[src/design/periph_config.svh]
`ifndef PERIPH_CONFIG_SVH
`define PERIPH_CONFIG_SVH

// Address map
`define PERIPH_CLINT_BASE   32'h0200_0000
`define PERIPH_CLINT_LENGTH 32'h000C_0000
`define PERIPH_PLIC_BASE    32'h0C00_0000
`define PERIPH_PLIC_LENGTH  32'h0400_0000

// 64-bit CLINT registers sit as low word then high word
`define PERIPH_MSIP_OFS     32'h0000_0000
`define PERIPH_MTIMECMP_OFS 32'h0000_4000
`define PERIPH_MTIME_OFS    32'h0000_BFF8

// PLIC offsets
`define PERIPH_PRIO_OFS     32'h0000_0000
`define PERIPH_PENDING_OFS  32'h0000_1000
`define PERIPH_ENABLE_OFS   32'h0000_2000
`define PERIPH_CONTEXT_OFS  32'h0020_0000

// PLIC sizes
`define PERIPH_NUM_SOURCES  32
`define PERIPH_NUM_TARGETS  2
`define PERIPH_MAX_PRIO     7

`endif

[src/design/periph_pkg.sv]
package periph_pkg;

  `include "periph_config.svh"

  typedef logic [31:0] addr_t;
  typedef logic [31:0] data_t;
  typedef logic [3:0]  strb_t;
  typedef logic [63:0] mtime_t;

  typedef logic [$clog2(`PERIPH_MAX_PRIO+1)-1:0] prio_t;
  typedef logic [$clog2(`PERIPH_NUM_SOURCES)-1:0] src_id_t;
  typedef logic [`PERIPH_NUM_SOURCES-1:0] src_vec_t;

  typedef enum logic [1:0] {
    REGION_NONE,
    REGION_CLINT,
    REGION_PLIC
  } region_e;

  // Byte-masked register update
  function automatic data_t apply_be(data_t cur, data_t wdata, strb_t be);
    data_t res;
    res = cur;
    for (int b = 0; b < $bits(strb_t); b++) begin
      if (be[b]) res[8*b +: 8] = wdata[8*b +: 8];
    end
    return res;
  endfunction

endpackage

[src/design/reg_bus_if.sv]
`timescale 1ns/10ps

interface reg_bus_if;
  import periph_pkg::*;

  logic  req;
  logic  we;
  addr_t addr;
  strb_t be;
  data_t wdata;
  data_t rdata;

  modport requester (
    output req, we, addr, be, wdata,
    input  rdata
  );

  // Completers answer reads one cycle after the request
  modport completer (
    input  req, we, addr, be, wdata,
    output rdata
  );

endinterface

[src/design/clint.sv]
`timescale 1ns/10ps
`include "periph_config.svh"

module clint (
  input  logic          clk_i,
  input  logic          ndmreset_n,
  reg_bus_if.completer  bus_i,
  output logic          timer_irq_o,
  output logic          ipi_o
);
  import periph_pkg::*;

  logic   tick_q;
  mtime_t mtime_q;
  mtime_t mtimecmp_q;
  logic   msip_q;
  logic   timer_irq_q;
  data_t  rd_data;
  data_t  rdata_q;
  logic   wr;

  assign wr = bus_i.req && bus_i.we;

  always_comb begin
    rd_data = '0;
    case (bus_i.addr)
      `PERIPH_MSIP_OFS:         rd_data = data_t'(msip_q);
      `PERIPH_MTIMECMP_OFS:     rd_data = mtimecmp_q[31:0];
      `PERIPH_MTIMECMP_OFS + 4: rd_data = mtimecmp_q[63:32];
      `PERIPH_MTIME_OFS:        rd_data = mtime_q[31:0];
      `PERIPH_MTIME_OFS + 4:    rd_data = mtime_q[63:32];
      default:                  rd_data = '0;
    endcase
  end

  // --------------------------------------------------
  // Half-rate tick drives mtime
  always_ff @(posedge clk_i or negedge ndmreset_n) begin
    if (!ndmreset_n) begin
      tick_q      <= 1'b0;
      mtime_q     <= '0;
      mtimecmp_q  <= '1;
      msip_q      <= 1'b0;
      timer_irq_q <= 1'b0;
      rdata_q     <= '0;
    end else begin
      tick_q <= ~tick_q;
      if (!tick_q) mtime_q <= mtime_q + 1'b1;
      timer_irq_q <= (mtime_q >= mtimecmp_q);
      rdata_q     <= (bus_i.req && !bus_i.we) ? rd_data : '0;
      if (wr && bus_i.addr == `PERIPH_MSIP_OFS && bus_i.be[0]) msip_q <= bus_i.wdata[0];
      if (wr && bus_i.addr == `PERIPH_MTIMECMP_OFS) begin
        mtimecmp_q[31:0] <= apply_be(mtimecmp_q[31:0], bus_i.wdata, bus_i.be);
      end
      if (wr && bus_i.addr == `PERIPH_MTIMECMP_OFS + 4) begin
        mtimecmp_q[63:32] <= apply_be(mtimecmp_q[63:32], bus_i.wdata, bus_i.be);
      end
    end
  end

  assign bus_i.rdata = rdata_q;
  assign timer_irq_o = timer_irq_q;
  assign ipi_o       = msip_q;

  // Disarmed compare drops the timer line
  a_cmp_disarm: assert property (@(posedge clk_i) disable iff (!ndmreset_n)
    (mtimecmp_q == '1) |=> !timer_irq_o);

endmodule

[src/design/periph_top.sv]
`timescale 1ns/10ps
`include "periph_config.svh"

module periph_top (
  input  logic                            clk_i,
  input  logic                            ndmreset_n,
  input  logic                            req_i,
  input  logic                            we_i,
  input  periph_pkg::addr_t               addr_i,
  input  periph_pkg::strb_t               be_i,
  input  periph_pkg::data_t               wdata_i,
  output periph_pkg::data_t               rdata_o,
  input  periph_pkg::src_vec_t            irq_sources_i,
  output logic                            timer_irq_o,
  output logic                            ipi_o,
  output logic [`PERIPH_NUM_TARGETS-1:0]  eip_o
);

  reg_bus_if clint_bus ();
  reg_bus_if plic_bus ();

  reg_bus_decoder u_decoder (
    .clk_i      (clk_i),
    .ndmreset_n (ndmreset_n),
    .req_i      (req_i),
    .we_i       (we_i),
    .addr_i     (addr_i),
    .be_i       (be_i),
    .wdata_i    (wdata_i),
    .rdata_o    (rdata_o),
    .clint_o    (clint_bus),
    .plic_o     (plic_bus)
  );

  clint u_clint (
    .clk_i       (clk_i),
    .ndmreset_n  (ndmreset_n),
    .bus_i       (clint_bus),
    .timer_irq_o (timer_irq_o),
    .ipi_o       (ipi_o)
  );

  plic u_plic (
    .clk_i         (clk_i),
    .ndmreset_n    (ndmreset_n),
    .bus_i         (plic_bus),
    .irq_sources_i (irq_sources_i),
    .eip_o         (eip_o)
  );

endmodule

[src/design/plic.sv]
`timescale 1ns/10ps
`include "periph_config.svh"

module plic (
  input  logic                            clk_i,
  input  logic                            ndmreset_n,
  reg_bus_if.completer                    bus_i,
  input  periph_pkg::src_vec_t            irq_sources_i,
  output logic [`PERIPH_NUM_TARGETS-1:0]  eip_o
);
  import periph_pkg::*;

  localparam int    NS             = `PERIPH_NUM_SOURCES;
  localparam int    NT             = `PERIPH_NUM_TARGETS;
  localparam addr_t ENABLE_STRIDE  = 32'h80;
  localparam addr_t CONTEXT_STRIDE = 32'h1000;

  prio_t    [NS-1:0] prio_q;
  src_vec_t [NT-1:0] enable_q;
  prio_t    [NT-1:0] threshold_q;
  src_id_t  [NT-1:0] claim_ids;
  src_vec_t          pending;
  addr_t             prio_ofs;
  logic              prio_hit;
  src_id_t           prio_idx;
  logic     [NT-1:0] en_hit, thr_hit, clm_hit;
  data_t             rd_data, rdata_q;
  src_id_t           claim_id;
  logic              claim, complete;

  // --------------------------------------------------
  // Offset decode and read mux
  always_comb begin
    prio_ofs = bus_i.addr - `PERIPH_PRIO_OFS;
    prio_hit = prio_ofs < addr_t'(4 * NS);
    prio_idx = prio_ofs[2 +: $bits(src_id_t)];
    rd_data  = '0;
    claim_id = '0;
    if (prio_hit) rd_data = data_t'(prio_q[prio_idx]);
    if (bus_i.addr == `PERIPH_PENDING_OFS) rd_data = pending;
    for (int t = 0; t < NT; t++) begin
      en_hit[t]  = bus_i.addr == `PERIPH_ENABLE_OFS + ENABLE_STRIDE * addr_t'(t);
      thr_hit[t] = bus_i.addr == `PERIPH_CONTEXT_OFS + CONTEXT_STRIDE * addr_t'(t);
      clm_hit[t] = bus_i.addr == `PERIPH_CONTEXT_OFS + CONTEXT_STRIDE * addr_t'(t) + 4;
      if (en_hit[t]) rd_data = enable_q[t];
      if (thr_hit[t]) rd_data = data_t'(threshold_q[t]);
      if (clm_hit[t]) begin
        rd_data  = data_t'(claim_ids[t]);
        claim_id = claim_ids[t];
      end
    end
  end

  assign claim    = bus_i.req && !bus_i.we && |clm_hit;
  assign complete = bus_i.req && bus_i.we && |clm_hit;

  always_ff @(posedge clk_i or negedge ndmreset_n) begin
    if (!ndmreset_n) begin
      prio_q      <= '0;
      enable_q    <= '0;
      threshold_q <= '0;
      rdata_q     <= '0;
    end else begin
      rdata_q <= (bus_i.req && !bus_i.we) ? rd_data : '0;
      if (bus_i.req && bus_i.we) begin
        // Source 0 keeps priority zero
        if (prio_hit && prio_idx != '0 && bus_i.be[0]) prio_q[prio_idx] <= prio_t'(bus_i.wdata);
        for (int t = 0; t < NT; t++) begin
          if (en_hit[t]) begin
            enable_q[t] <= apply_be(enable_q[t], bus_i.wdata, bus_i.be) & ~src_vec_t'(1);
          end
          if (thr_hit[t] && bus_i.be[0]) threshold_q[t] <= prio_t'(bus_i.wdata);
        end
      end
    end
  end

  assign bus_i.rdata = rdata_q;

  plic_gateway u_gateway (
    .clk_i         (clk_i),
    .ndmreset_n    (ndmreset_n),
    .irq_sources_i (irq_sources_i),
    .claim_i       (claim),
    .claim_id_i    (claim_id),
    .complete_i    (complete),
    .complete_id_i (src_id_t'(bus_i.wdata)),
    .pending_o     (pending)
  );

  for (genvar t = 0; t < NT; t++) begin : g_target
    plic_target u_target (
      .pending_i   (pending),
      .enable_i    (enable_q[t]),
      .prio_i      (prio_q),
      .threshold_i (threshold_q[t]),
      .claim_id_o  (claim_ids[t]),
      .eip_o       (eip_o[t])
    );
  end

endmodule

[src/design/plic_gateway.sv]
`timescale 1ns/10ps

module plic_gateway (
  input  logic                  clk_i,
  input  logic                  ndmreset_n,
  input  periph_pkg::src_vec_t  irq_sources_i,
  input  logic                  claim_i,
  input  periph_pkg::src_id_t   claim_id_i,
  input  logic                  complete_i,
  input  periph_pkg::src_id_t   complete_id_i,
  output periph_pkg::src_vec_t  pending_o
);
  import periph_pkg::*;

  // Line 0 is reserved
  localparam src_vec_t SRC_MASK = ~src_vec_t'(1);

  src_vec_t pending_q, inflight_q;
  src_vec_t claim_mask, complete_mask;

  always_comb begin
    claim_mask    = '0;
    complete_mask = '0;
    if (claim_i) claim_mask[claim_id_i] = 1'b1;
    if (complete_i) complete_mask[complete_id_i] = 1'b1;
  end

  // Level sources pend again only once the handler completes
  always_ff @(posedge clk_i or negedge ndmreset_n) begin
    if (!ndmreset_n) begin
      pending_q  <= '0;
      inflight_q <= '0;
    end else begin
      pending_q  <= (pending_q | (irq_sources_i & ~inflight_q)) & ~claim_mask & SRC_MASK;
      inflight_q <= (inflight_q | claim_mask) & ~complete_mask & SRC_MASK;
    end
  end

  assign pending_o = pending_q;

  a_no_overlap: assert property (@(posedge clk_i) disable iff (!ndmreset_n)
    (pending_q & inflight_q) == '0);

endmodule

[src/design/plic_target.sv]
`timescale 1ns/10ps
`include "periph_config.svh"

module plic_target (
  input  periph_pkg::src_vec_t                           pending_i,
  input  periph_pkg::src_vec_t                           enable_i,
  input  periph_pkg::prio_t [`PERIPH_NUM_SOURCES-1:0]    prio_i,
  input  periph_pkg::prio_t                              threshold_i,
  output periph_pkg::src_id_t                            claim_id_o,
  output logic                                           eip_o
);
  import periph_pkg::*;

  src_vec_t active;
  prio_t    best_prio;
  src_id_t  best_id;

  assign active = pending_i & enable_i;

  // --------------------------------------------------
  // Strict compare keeps the lowest id on ties
  always_comb begin
    best_prio = threshold_i;
    best_id   = '0;
    for (int i = 1; i < `PERIPH_NUM_SOURCES; i++) begin
      if (active[i] && prio_i[i] > best_prio) begin
        best_prio = prio_i[i];
        best_id   = src_id_t'(i);
      end
    end
  end

  assign claim_id_o = best_id;
  assign eip_o      = (best_id != '0);

endmodule

[src/design/reg_bus_decoder.sv]
`timescale 1ns/10ps
`include "periph_config.svh"

module reg_bus_decoder (
  input  logic                clk_i,
  input  logic                ndmreset_n,
  input  logic                req_i,
  input  logic                we_i,
  input  periph_pkg::addr_t   addr_i,
  input  periph_pkg::strb_t   be_i,
  input  periph_pkg::data_t   wdata_i,
  output periph_pkg::data_t   rdata_o,
  reg_bus_if.requester        clint_o,
  reg_bus_if.requester        plic_o
);
  import periph_pkg::*;

  localparam addr_t CLINT_END = `PERIPH_CLINT_BASE + `PERIPH_CLINT_LENGTH;
  localparam addr_t PLIC_END  = `PERIPH_PLIC_BASE + `PERIPH_PLIC_LENGTH;

  region_e region;
  region_e rd_region_q;

  always_comb begin
    region = REGION_NONE;
    if (addr_i >= `PERIPH_CLINT_BASE && addr_i < CLINT_END) begin
      region = REGION_CLINT;
    end else if (addr_i >= `PERIPH_PLIC_BASE && addr_i < PLIC_END) begin
      region = REGION_PLIC;
    end
  end

  // Request fan-out with region-relative addresses
  assign clint_o.req   = req_i && (region == REGION_CLINT);
  assign clint_o.we    = we_i;
  assign clint_o.addr  = addr_i - `PERIPH_CLINT_BASE;
  assign clint_o.be    = be_i;
  assign clint_o.wdata = wdata_i;

  assign plic_o.req    = req_i && (region == REGION_PLIC);
  assign plic_o.we     = we_i;
  assign plic_o.addr   = addr_i - `PERIPH_PLIC_BASE;
  assign plic_o.be     = be_i;
  assign plic_o.wdata  = wdata_i;

  // --------------------------------------------------
  // Read return path
  always_ff @(posedge clk_i or negedge ndmreset_n) begin
    if (!ndmreset_n) begin
      rd_region_q <= REGION_NONE;
    end else begin
      rd_region_q <= (req_i && !we_i) ? region : REGION_NONE;
    end
  end

  always_comb begin
    case (rd_region_q)
      REGION_CLINT: rdata_o = clint_o.rdata;
      REGION_PLIC:  rdata_o = plic_o.rdata;
      default:      rdata_o = '0;
    endcase
  end

  a_one_completer: assert property (@(posedge clk_i) disable iff (!ndmreset_n)
    !(clint_o.req && plic_o.req));

endmodule

[config.mk]
export PLATFORM = sky130hd
export DESIGN_NAME = periph_top
export DESIGN_NICKNAME = d
export VERILOG_FILES = /design/src/design/periph_pkg.sv /design/src/design/reg_bus_if.sv /design/src/design/clint.sv /design/src/design/periph_top.sv /design/src/design/plic.sv /design/src/design/plic_gateway.sv /design/src/design/plic_target.sv /design/src/design/reg_bus_decoder.sv
export VERILOG_INCLUDE_DIRS = /design/src /design/src/design
export SDC_FILE = /design/constraint.sdc
export NUM_CORES = 1
export LEC_CHECK = 0
export BUFFER_PORTS_ARGS = -buffer_cell sky130_fd_sc_hd__buf_2
export CAP_MARGIN = 30
export CELL_PAD_IN_SITES_DETAIL_PLACEMENT = 0
export CELL_PAD_IN_SITES_GLOBAL_PLACEMENT = 2
export CORE_MARGIN = 5
export CORE_UTILIZATION = 25
export DETAILED_ROUTE_END_ITERATION = 10
export GPL_TIMING_DRIVEN = 1
export PLACE_DENSITY = 0.55
export SLEW_MARGIN = 30
export SYNTH_ARGS = -nofsm -noshare
export SYNTH_HDL_FRONTEND = slang
export SYNTH_SLANG_ARGS = --single-unit
export TNS_END_PERCENT = 10
[constraint.sdc]
create_clock -name clk_i -period 60.6 [get_ports clk_i]
set_clock_uncertainty 0.05 [all_clocks]
set_input_delay 3.03 -clock clk_i [delete_from_list [all_inputs] [get_ports clk_i]]
set_output_delay 3.03 -clock clk_i [all_outputs]
set_load 0.03 [all_outputs]
# Word-level counts from Yosys, hierarchy flattened
# Cells that the tools add are included.
# Widths: inputs -> output; s select.
dict set report word_totals {
  output_inout_bits 36
  input_bits 104
  reg_bits 423
  word_cells 421
}
dict set report classes {
  n_reduce_logical 109
  bitwise_logic 11
  n_eq_ne 15
  muxes 150
  addsub 3
  order_cmp 74
}
# op count
set op_table {}
lappend op_table {{$mux 32} 11}
lappend op_table {{$mux 5} 62}
lappend op_table {{$mux 3} 63}
lappend op_table {{$gt 3x3->1} 62}
lappend op_table {{$and 32x32->32} 5}
lappend op_table {{$pmux 32 s5} 1}
lappend op_table {{$eq 32x22->1 const B} 4}
lappend op_table {{$bwmux 96} 1}
lappend op_table {{$not 32->32} 3}
lappend op_table {{$logic_and 1x1->1} 84}
lappend op_table {{$add 64x1->64 const B} 1}
lappend op_table {{$eq 32x14->1 const B} 2}
lappend op_table {{$eq 32x15->1 const B} 2}
lappend op_table {{$eq 32x16->1 const B} 2}
lappend op_table {{$ge 64x64->1} 1}
lappend op_table {{$or 32x32->32} 2}
lappend op_table {{$pmux 32 s2} 1}
lappend op_table {{$eq 32x13->1 const B} 1}
lappend op_table {{$ge 32x26->1 const B} 1}
lappend op_table {{$ge 32x28->1 const B} 1}
lappend op_table {{$logic_not 32->1} 1}
lappend op_table {{$lt 32x26->1 const B} 1}
lappend op_table {{$lt 32x29->1 const B} 1}
lappend op_table {{$lt 32x8->1 const B} 1}
lappend op_table {{other kinds (17)} 48}

# Longest topological paths before layout
# Gate-level depths: netlist of the first run.
dict set report logic_depth {
  depth_word 102
  mapped_depth 250
  depth_no_buf 247
}

# Hierarchy
# Synthesis of the first run repeated with hierarchy kept, for this count alone.
dict set report unflattened {
  cells_unflattened 3561
  area_unflattened_um2 32489.9
}
# module instances area_per_inst_um2 seq_area_each_um2 cells_per_inst
set by_module_without_submodules {}
lappend by_module_without_submodules {plic 1 9220.1 4904.7 709}
lappend by_module_without_submodules {clint 1 9177.6 4159.0 845}
lappend by_module_without_submodules {{plic_target at u_plic.g_target[0].u_target} 1 5203.7 0.0 801}
lappend by_module_without_submodules {{plic_target at u_plic.g_target[1].u_target} 1 4534.3 0.0 705}
lappend by_module_without_submodules {plic_gateway 1 2560.0 1551.5 249}
lappend by_module_without_submodules {reg_bus_decoder 1 1794.2 50.0 252}

# Worst setup path after synthesis of the first run
# No wires, ideal clock.
dict set report synth_path {
  kind {register to output}
  startpoint {reg u_plic.prio_q[4] (netlist name)}
  endpoint {out eip_o[1]}
  t_required_ps 57520
  t_arrival_ps 43302
  stages_incl_launch_ff 221
  n_path_buf 4
  setup_slack_ps 14218
  path_cell_list {dfrtp_1 -> ha_1 -> nor2b_2 -> o311a_2 -> nand2_1 -> nor2_1 -> a21oi_1 -> ha_1 -> nand2_1 -> o21bai_1 -> or3_4 -> a22o_1 -> mux2_2 -> ha_1 -> or2b_1 -> nor3b_1 -> a32oi_1 -> o211ai_1 -> [185 not listed] -> nor3_1 -> o211ai_1 -> mux2_2 -> nor2_1 -> a21oi_1 -> ha_1 -> nor2b_1 -> o21a_1 -> o2111ai_1 -> mux2_2 -> ha_1 -> nor2b_1 -> o21a_1 -> o2111ai_1 -> nand2_1 -> nor4_1 -> nand4_1 -> buf_4}
}
dict set report synth_via {
  elab_chain_len 94
  word_cells_on_any_way 124
  cone_classes {order compare: 31; mux: 61; reduce/logical: 32}
}
# element line
set synth_lines {}
lappend synth_lines {{start: declaration} plic.sv:18} ;# prio_t [NS-1:0] prio_q;
lappend synth_lines {{start signal: indexed assignment} plic.sv:67} ;# if (prio_hit && prio_idx != '0 && bus_i.be[0]) prio_q[prio_idx] <= prio_t'(bus_i.wdata);
lappend synth_lines {{$gt 3x3->1} plic_target.sv:26} ;# if (active[i] && prio_i[i] > best_prio) begin
lappend synth_lines {{$logic_and 1x1->1} plic_target.sv:26}
lappend synth_lines {{$mux 3} plic_target.sv:26}
lappend synth_lines {{$gt 3x3->1} plic_target.sv:26}
lappend synth_lines {{$logic_and 1x1->1} plic_target.sv:26}
lappend synth_lines {{$mux 3} plic_target.sv:26}
lappend synth_lines {{$gt 3x3->1} plic_target.sv:26}
lappend synth_lines {{$logic_and 1x1->1} plic_target.sv:26}
lappend synth_lines {{[78 not listed]} n/a}
lappend synth_lines {{$mux 3} plic_target.sv:26}
lappend synth_lines {{$gt 3x3->1} plic_target.sv:26}
lappend synth_lines {{$logic_and 1x1->1} plic_target.sv:26}
lappend synth_lines {{$mux 3} plic_target.sv:26}
lappend synth_lines {{$gt 3x3->1} plic_target.sv:26}
lappend synth_lines {{$logic_and 1x1->1} plic_target.sv:26}
lappend synth_lines {{$mux 5 *} plic_target.sv:26}
lappend synth_lines {{$reduce_bool 5->1 *} plic_target.sv:34} ;# assign eip_o = (best_id != '0);
lappend synth_lines {{end: declaration} periph_top.sv:16} ;# output logic [`PERIPH_NUM_TARGETS-1:0] eip_o
# Mark *: on every way between the ends. The rest lies on a longest branch, timed or not.

# Worst setup path after layout of the first run
# Ends and elaborated chain as after synthesis.

==> results.py, run 1 <==
metrics = {
    "layout": {
        "multi_input_area_mm2": 0.0178,
        "drive_gt1_frac": 0.194,
        "design_area_mm2": 0.0341,
        "final_common_cell": "dfrtp_1",
        "fin_nets": 3672,
        "fillers": 12700,
        "area_growth_pct": 14.3,
        "mostFrequentLayoutCells": "dfrtp_1, nand2_1, nor2_1, inv_1, mux2_2",
        "register_area_mm2": 0.0107,
        "post-route-util": 0.288,
    },
    "clock_network": {
        "ctsHoldBuffers": 0,
        "ctsLongestPathBuffers": 3,
        "clkSinkCount": 423,
        "h-tree-depth": 2,
        "cts_root_buf": "clkbuf_16",
        "clk_pin_slew_ns": 0.06,
        "clk_latency_ns": 0.63,
        "cts_buffers": 52,
        "cts_setup_buffers": 0,
        "cts_resized": 0,
        "cts_tree": "built",
    },
    "die": {
        "die_w_um": 355,
        "fp.dieArea_mm2": 0.126,
        "pin_count": 140,
        "die_h_um": 355,
        "start_util": 0.252,
        "core_area_mm2": 0.118,
        "row_count": 126,
    },
    "pwr": {
        "ir_worst_vdd_mv": 0.0167,
        "cellLeakagePower_nw": 14.6,
        "power_mw": 0.634,
        "p_per_area_mw_per_mm2": 18.6,
    },
    "grt": {
        "grt.overflow.total": 0,
        "grt_max_degree": 142,
        "grt_usage": 0.189,
        "grt_pass1_vias": 26300,
        "antenna_found_initial": 12,
        "grt_pass1_wl_um": 181000,
    },
    "detailed_routing": {
        "wire_per_inst_um": 24.4,
        "wl_um": 122000,
        "via_count": 25700,
        "drc": 0,
        "drtPass1Iterations": 5,
        "ant_nets": 0,
        "drt_iter0_drc": 1821,
        "vias_per_cell": 5.17,
    },
    "place": {
        "place_ws_ns": 5.65,
        "place_area_mm2": 0.0323,
        "place_congestion": 0.814,
        "dp.final_hpwl_um": 94300,
        "port_buffers": 138,
    },
    "sta": {
        "tightest_slew_ns": 0.967,
        "period_minus_slack_ns": 55.58,
        "layout_setup_ws_ns": 5.02,
        "fmax_mhz": 18.0,
        "grt_setup_unrepaired": "false",
        "setup_violations": 0,
        "drv_slew": 0,
        "period_share": 0.917,
        "slew_headroom": 0.356,
        "fin_setup_tns_ns": 0,
        "hold_violations": 0,
    },
    "synthesis": {
        "yosysWarnings": 0,
        "ys.flop_type": "dfrtp_1",
        "synthCells": 3279,
        "syn_area_mm2": 0.0298,
        "synth-seq-cells": 423,
        "synth_edf_count": 0,
        "ys_types": 112,
        "yosysSeqAreaShare": 0.358,
        "syn_nets": 3554,
        "async_reset_ff_frac": 1.00,
        "avgSynthCellArea_um2": 9.09,
    },
    "critical_path": {
        "cpPeakStageDelay_ns": 0.71,
        "start_kind": "flop",
        "criticalPathCategory": "flop to primary output",
        "arrival_ns": 52.50,
        "crit_path_end_kind": "primary output",
        "critPathRequiredTime_ns": 57.52,
        "worstPathMaxFanout": 9,
        "cpMaxStageDelayCell": "a311oi_1",
        "cpMostUsedCell": "ha_1",
    },
    "run": {
        "max_cap_violations": 0,
    },
    "min_path": {
        "hp-class": "flop to flop",
    },
    "run_status": {
        "status": "completed",
    },
}
[area by class of cell]
cell class	count	area share
antenna	6	0.000441
timing repair buffer	175	0.0294
tap	1536	0.0564
clock inverter	18	0.00488
inverter	234	0.0258
sequential	423	0.313
multi-input combinational	2511	0.523
clock buffer	78	0.0476
[worst paths after layout]
path | cells after the start | slack [ns] | to | startpoint
hold reg to reg | 0 | 0.32 | u_plic.prio_q[0] | u_plic.prio_q[0]
min in group asynchronous | 1 | 2.41 | u_clint.mtime_q[58] | ndmreset_n
setup / recovery | 217 | 5.02 | eip_o[1] | u_plic.prio_q[4]
hold / removal | 0 | 0.32 | u_plic.prio_q[0] | u_plic.prio_q[0]
setup reg to reg | 219 | 7.32 | u_plic.u_gateway.inflight_q[6] | u_plic.prio_q[4]
max in group asynchronous | 2 | 56.68 | u_plic.prio_q[24] | ndmreset_n
[cell families after synthesis]
| kind of cell | after synthesis | synth area share |
|---|---|---|
| and+or+nand+nor | 1081 | 0.177 |
| AOI/OAI and AO/OA | 886 | 0.205 |
| DFF | 423 | 0.358 |
| buffers and inverters | 345 | 0.0462 |
| muxes | 267 | 0.110 |
| adders and majority gates | 193 | 0.0792 |
| xor gates and xnor gates | 84 | 0.0247 |
[power by group]
part	switching (mW)	leakage (nW)	internal [mW]
clock	0.134	0.888	0.193
sequential	0.00000150	5.19	0.283
combinational	0.0194	8.48	0.00528
total	0.153	14.6	0.481
[metrics by stage]
| step | instances | hold WS [ns] |
|---|---|---|
| 2_1_floorplan | 3279 | 0.375 |
| 3_3_place_gp | 4878 | 0.311 |
| 3_5_place_dp | 4879 | 0.313 |
| 4_1_cts | 4975 | 0.327 |
| 5_1_grt | 4976 | 0.332 |
| 6_report | 4981 | 0.322 |
[sequential cells by signal, summed over array words and instances, names as in the netlist]
register                     flops
u_plic.prio_q                   96
u_clint.mtime_q                 64
u_clint.mtimecmp_q              64
u_plic.enable_q                 62
u_clint.bus_i.rdata             32
u_plic.bus_i.rdata              32
u_plic.u_gateway.inflight_q     31
u_plic.u_gateway.pending_o      31
u_plic.threshold_q               6
u_decoder.rd_region_q            2
u_clint.ipi_o                    1
u_clint.tick_q                   1
u_clint.timer_irq_o              1
[Yosys cell counts (all sizes together), types with 14 or more instances]
cell / n / share of area
and2: 44 / 0.0092
nand2: 307 / 0.039
nand3: 107 / 0.018
mux2: 228 / 0.087
a21oi: 202 / 0.035
nor3b: 18 / 0.0045
a222oi: 35 / 0.012
dfrtp: 359 / 0.30
a211oi: 14 / 0.0039
o211ai: 36 / 0.0094
nand4: 43 / 0.0090
inv: 233 / 0.029
or3: 19 / 0.0043
dfstp: 64 / 0.056
o21a: 17 / 0.0043
mux4: 24 / 0.018
buf: 24 / 0.0058
o21ai: 182 / 0.031
or2: 18 / 0.0038
a31oi: 44 / 0.0097
xor2: 22 / 0.0065
nand2b: 35 / 0.0073
nor2: 282 / 0.036
nor2b: 39 / 0.0083
and3: 50 / 0.010
o2111ai: 15 / 0.0044
o211a: 14 / 0.0047
xnor2: 62 / 0.018
o31ai: 17 / 0.0047
a22oi: 105 / 0.026
ha: 171 / 0.072
maj3: 22 / 0.0074
a31o: 16 / 0.0047
a21o: 37 / 0.0094
nor4: 16 / 0.0034
o22ai: 21 / 0.0044
mux2i: 15 / 0.0052
clkbuf: 87 / 0.011
nor3: 49 / 0.0086
[per-layer routing]
layer	wire length, µm	vias up	track usage
li1	-	12300	-
met5	27	-	0
met1	59100	12700	0.275
met4	3010	4	0.0442
met3	5150	125	0.0235
met2	54300	551	0.301
[critical path: cells and delay by family (launching register included)]
family                     cells  cell delay [ns]
AOI/OAI and AO/OA             79            20.85
xor gates and xnor gates       1             0.14
adders and majority gates     32             9.32
buffers and inverters         17             1.47
DFF                            1             0.61
muxes                         23             8.18
and+or+nand+nor               65            11.16
Power figures use the tool's default switching activity.
==> run 2: changes to the inputs <==
--- a/config.mk
+++ b/config.mk
@@ -6,15 +6,17 @@
 export SDC_FILE = /design/constraint.sdc
 export NUM_CORES = 1
 export LEC_CHECK = 0
+export ABC_CLOCK_PERIOD_IN_PS = 60600
 export BUFFER_PORTS_ARGS = -buffer_cell sky130_fd_sc_hd__buf_2
 export CAP_MARGIN = 30
 export CELL_PAD_IN_SITES_DETAIL_PLACEMENT = 0
 export CELL_PAD_IN_SITES_GLOBAL_PLACEMENT = 2
 export CORE_MARGIN = 5
-export CORE_UTILIZATION = 25
+export CORE_UTILIZATION = 30
+export CTS_BUF_LIST = sky130_fd_sc_hd__clkbuf_8
 export DETAILED_ROUTE_END_ITERATION = 10
 export GPL_TIMING_DRIVEN = 1
-export PLACE_DENSITY = 0.55
+export PLACE_DENSITY = 0.64
 export SLEW_MARGIN = 30
 export SYNTH_ARGS = -nofsm -noshare
 export SYNTH_HDL_FRONTEND = slang
==> run 2 against run 1 <==
Non-clock buffer count decreased by 4. Worst setup slack got worse by 0.092 ns. Sequential share of layout area is 0.55 points higher. Largest cell class unchanged. Global-route usage grew 2.0 points. First-iteration DRC count is 16% higher. Total power fell by 7.7%. Worst hold slack improved by 0.0063 ns. Clock-buffer cell count rose by 20. Final cell count is 4.3% lower. Utilization is 5.2 points higher. Clock power decreased by 15%. Via count rose by 3.5%. Highest routed layer unchanged.
==> results.py, run 2 (synthesis gave the netlist of run 1 again) <==
metrics = {
    "run_status": {
        "status": "completed",
    },
    "sta": {
        "tightest_slew_ns": 1.05,
        "holdWs_ns": 0.328,
        "fin_setup_tns_ns": 0,
        "setup_violations": 0,
        "slew_headroom": 0.298,
        "hold_violations": 0,
        "fmax_mhz": 18.0,
        "grt_setup_unrepaired": "false",
        "drv_slew": 0,
        "period_minus_slack_ns": 55.67,
        "period_share": 0.919,
    },
    "die": {
        "pin_count": 140,
        "row_count": 115,
        "die_w_um": 325,
        "core_area_mm2": 0.0986,
        "fp.dieArea_mm2": 0.106,
        "die_h_um": 325,
        "start_util": 0.302,
    },
    "place": {
        "post-place-cells": 4625,
        "dp.final_hpwl_um": 88300,
        "port_buffers": 138,
        "place_congestion": 0.863,
    },
    "layout": {
        "multi_input_area_mm2": 0.0178,
        "area_growth_pct": 12.4,
        "register_area_mm2": 0.0107,
        "fin_nets": 3692,
        "top_regs": "u_plic.prio_q x96, u_clint.mtime_q x64, u_clint.mtimecmp_q x64",
        "fillers": 10200,
        "top_register": "u_plic.prio_q",
        "drive_gt1_frac": 0.196,
        "mostFrequentLayoutCells": "dfrtp_1, nand2_1, nor2_1, inv_1, mux2_2",
        "final_common_cell": "dfrtp_1",
        "instances_no_fill": 4766,
        "post-route-util": 0.340,
        "largest_reg_flops": 96,
    },
    "clock_network": {
        "ctsHoldBuffers": 0,
        "h-tree-depth": 3,
        "cts_buffers": 76,
        "ctsLongestPathBuffers": 3,
        "cts_resized": 0,
        "clkSinkCount": 423,
        "cts_tree": "built",
        "clk_latency_ns": 0.67,
        "cts_setup_buffers": 0,
        "cts_root_buf": "clkbuf_8",
        "clk_pin_slew_ns": 0.06,
    },
    "critical_path": {
        "worstPathMaxFanout": 9,
        "cpPeakStageDelay_ns": 0.72,
        "r2r_end": "u_plic.u_gateway.inflight_q[2]",
        "worstSetupEndpoint": "eip_o[1]",
        "critPathRequiredTime_ns": 57.52,
        "reg2reg_depth": 218,
        "crit_path_end_kind": "primary output",
        "cpMostUsedCell": "ha_1",
        "criticalPathCategory": "flop to primary output",
        "cpMaxStageDelayCell": "a311oi_1",
        "r2r_slack_ns": 7.36,
        "cp-startpoint": "u_plic.prio_q[4]",
        "reg2reg_from": "u_plic.prio_q[4]",
        "arrival_ns": 52.59,
        "start_kind": "flop",
    },
    "detailed_routing": {
        "drc": 0,
        "via_count": 26600,
        "vias_per_cell": 5.59,
        "drt_iter0_drc": 2116,
        "wire_per_inst_um": 24.0,
        "ant_nets": 0,
        "wl_um": 114000,
        "drtPass1Iterations": 9,
    },
    "pwr": {
        "p_seq_frac": 0.483,
        "power_mw": 0.585,
        "ir_worst_vdd_mv": 0.0122,
        "clkPwrFrac": 0.476,
        "p_comb_frac": 0.041,
        "switching_share": 0.252,
        "switching_power_mw": 0.148,
        "cellLeakagePower_nw": 14.5,
        "p_int_mw": 0.437,
        "p_per_area_mw_per_mm2": 17.5,
    },
    "grt": {
        "grt_max_degree": 116,
        "grt_pass1_wl_um": 171000,
        "grt.overflow.total": 0,
        "grt_pass1_vias": 26700,
        "antenna_found_initial": 16,
        "grt_usage": 0.209,
    },
    "min_path": {
        "hp-class": "flop to flop",
        "worstHoldStart": "u_plic.prio_q[2]",
    },
    "run": {
        "max_cap_violations": 0,
    },
}
## run 2: cell types whose count changed in the layout (fill, tap and decap cells not counted), moves of 4 or more
| cell | delta |
|---|---|
| buf_4 | -4 |
| clkbuf_16 | -53 |
| clkbuf_1 | -5 |
| inv_1 | +25 |
| clkinv_2 | -6 |
| clkbuf_8 | +78 |
## run 2: final cells by class
cell class,instances,share of cell area
diodes,5,0.000374
clock buffers,98,0.0403
clock inverters,37,0.00594
inverters,234,0.0262
multi-input cells,2511,0.531
flip-flops and latches,423,0.318
well taps,1287,0.0481
repair buffers,171,0.0291
## run 2: metrics by stage
stage | setup WS, ns | cell area, µm²
finish | 4.93 | 33500
global route | 0.633 | 33500
CTS | 5.39 | 33400
detailed placement | 6.29 | 31900
global placement | 6.88 | 31900
floorplan | 14.22 | 29800
## run 2: routing by layer
layer | up-vias | global-route usage | share of wire
li1 | 12400 | - | -
met2 | 773 | 0.340 | 0.45
met5 | - | 0 | 0.00034
met3 | 163 | 0.0327 | 0.056
met1 | 13300 | 0.290 | 0.46
met4 | 8 | 0.0546 | 0.026
## run 2: worst min-delay path by stage
stage,to,slack [ns],depth (start not counted)
after floorplan,u_plic.prio_q[0],0.37,1
after CTS,u_plic.prio_q[1],0.33,0
after global routing,u_plic.prio_q[1],0.33,0
final,u_plic.prio_q[2],0.33,0
after detailed placement,u_plic.prio_q[1],0.31,0
after global placement,u_plic.prio_q[1],0.31,0
## run 2: power groups by stage
stage	sequential [mW]	combinational, mW	clock, mW
after floorplan	0.288	0.00541	0
after global placement	0.288	0.0236	0
after detailed placement	0.288	0.0239	0
after CTS	0.283	0.0240	0.287
after global routing	0.283	0.0258	0.298
final	0.283	0.0238	0.279
## run 2: worst max-delay path: cells and delay by family (launching register included)
family,cells,cell delay [ns]
compound gates,77,19.81
buf+inv,18,1.51
fa+ha+maj,33,10.04
mux,25,8.49
simple gates,63,11.41
flops,1,0.61
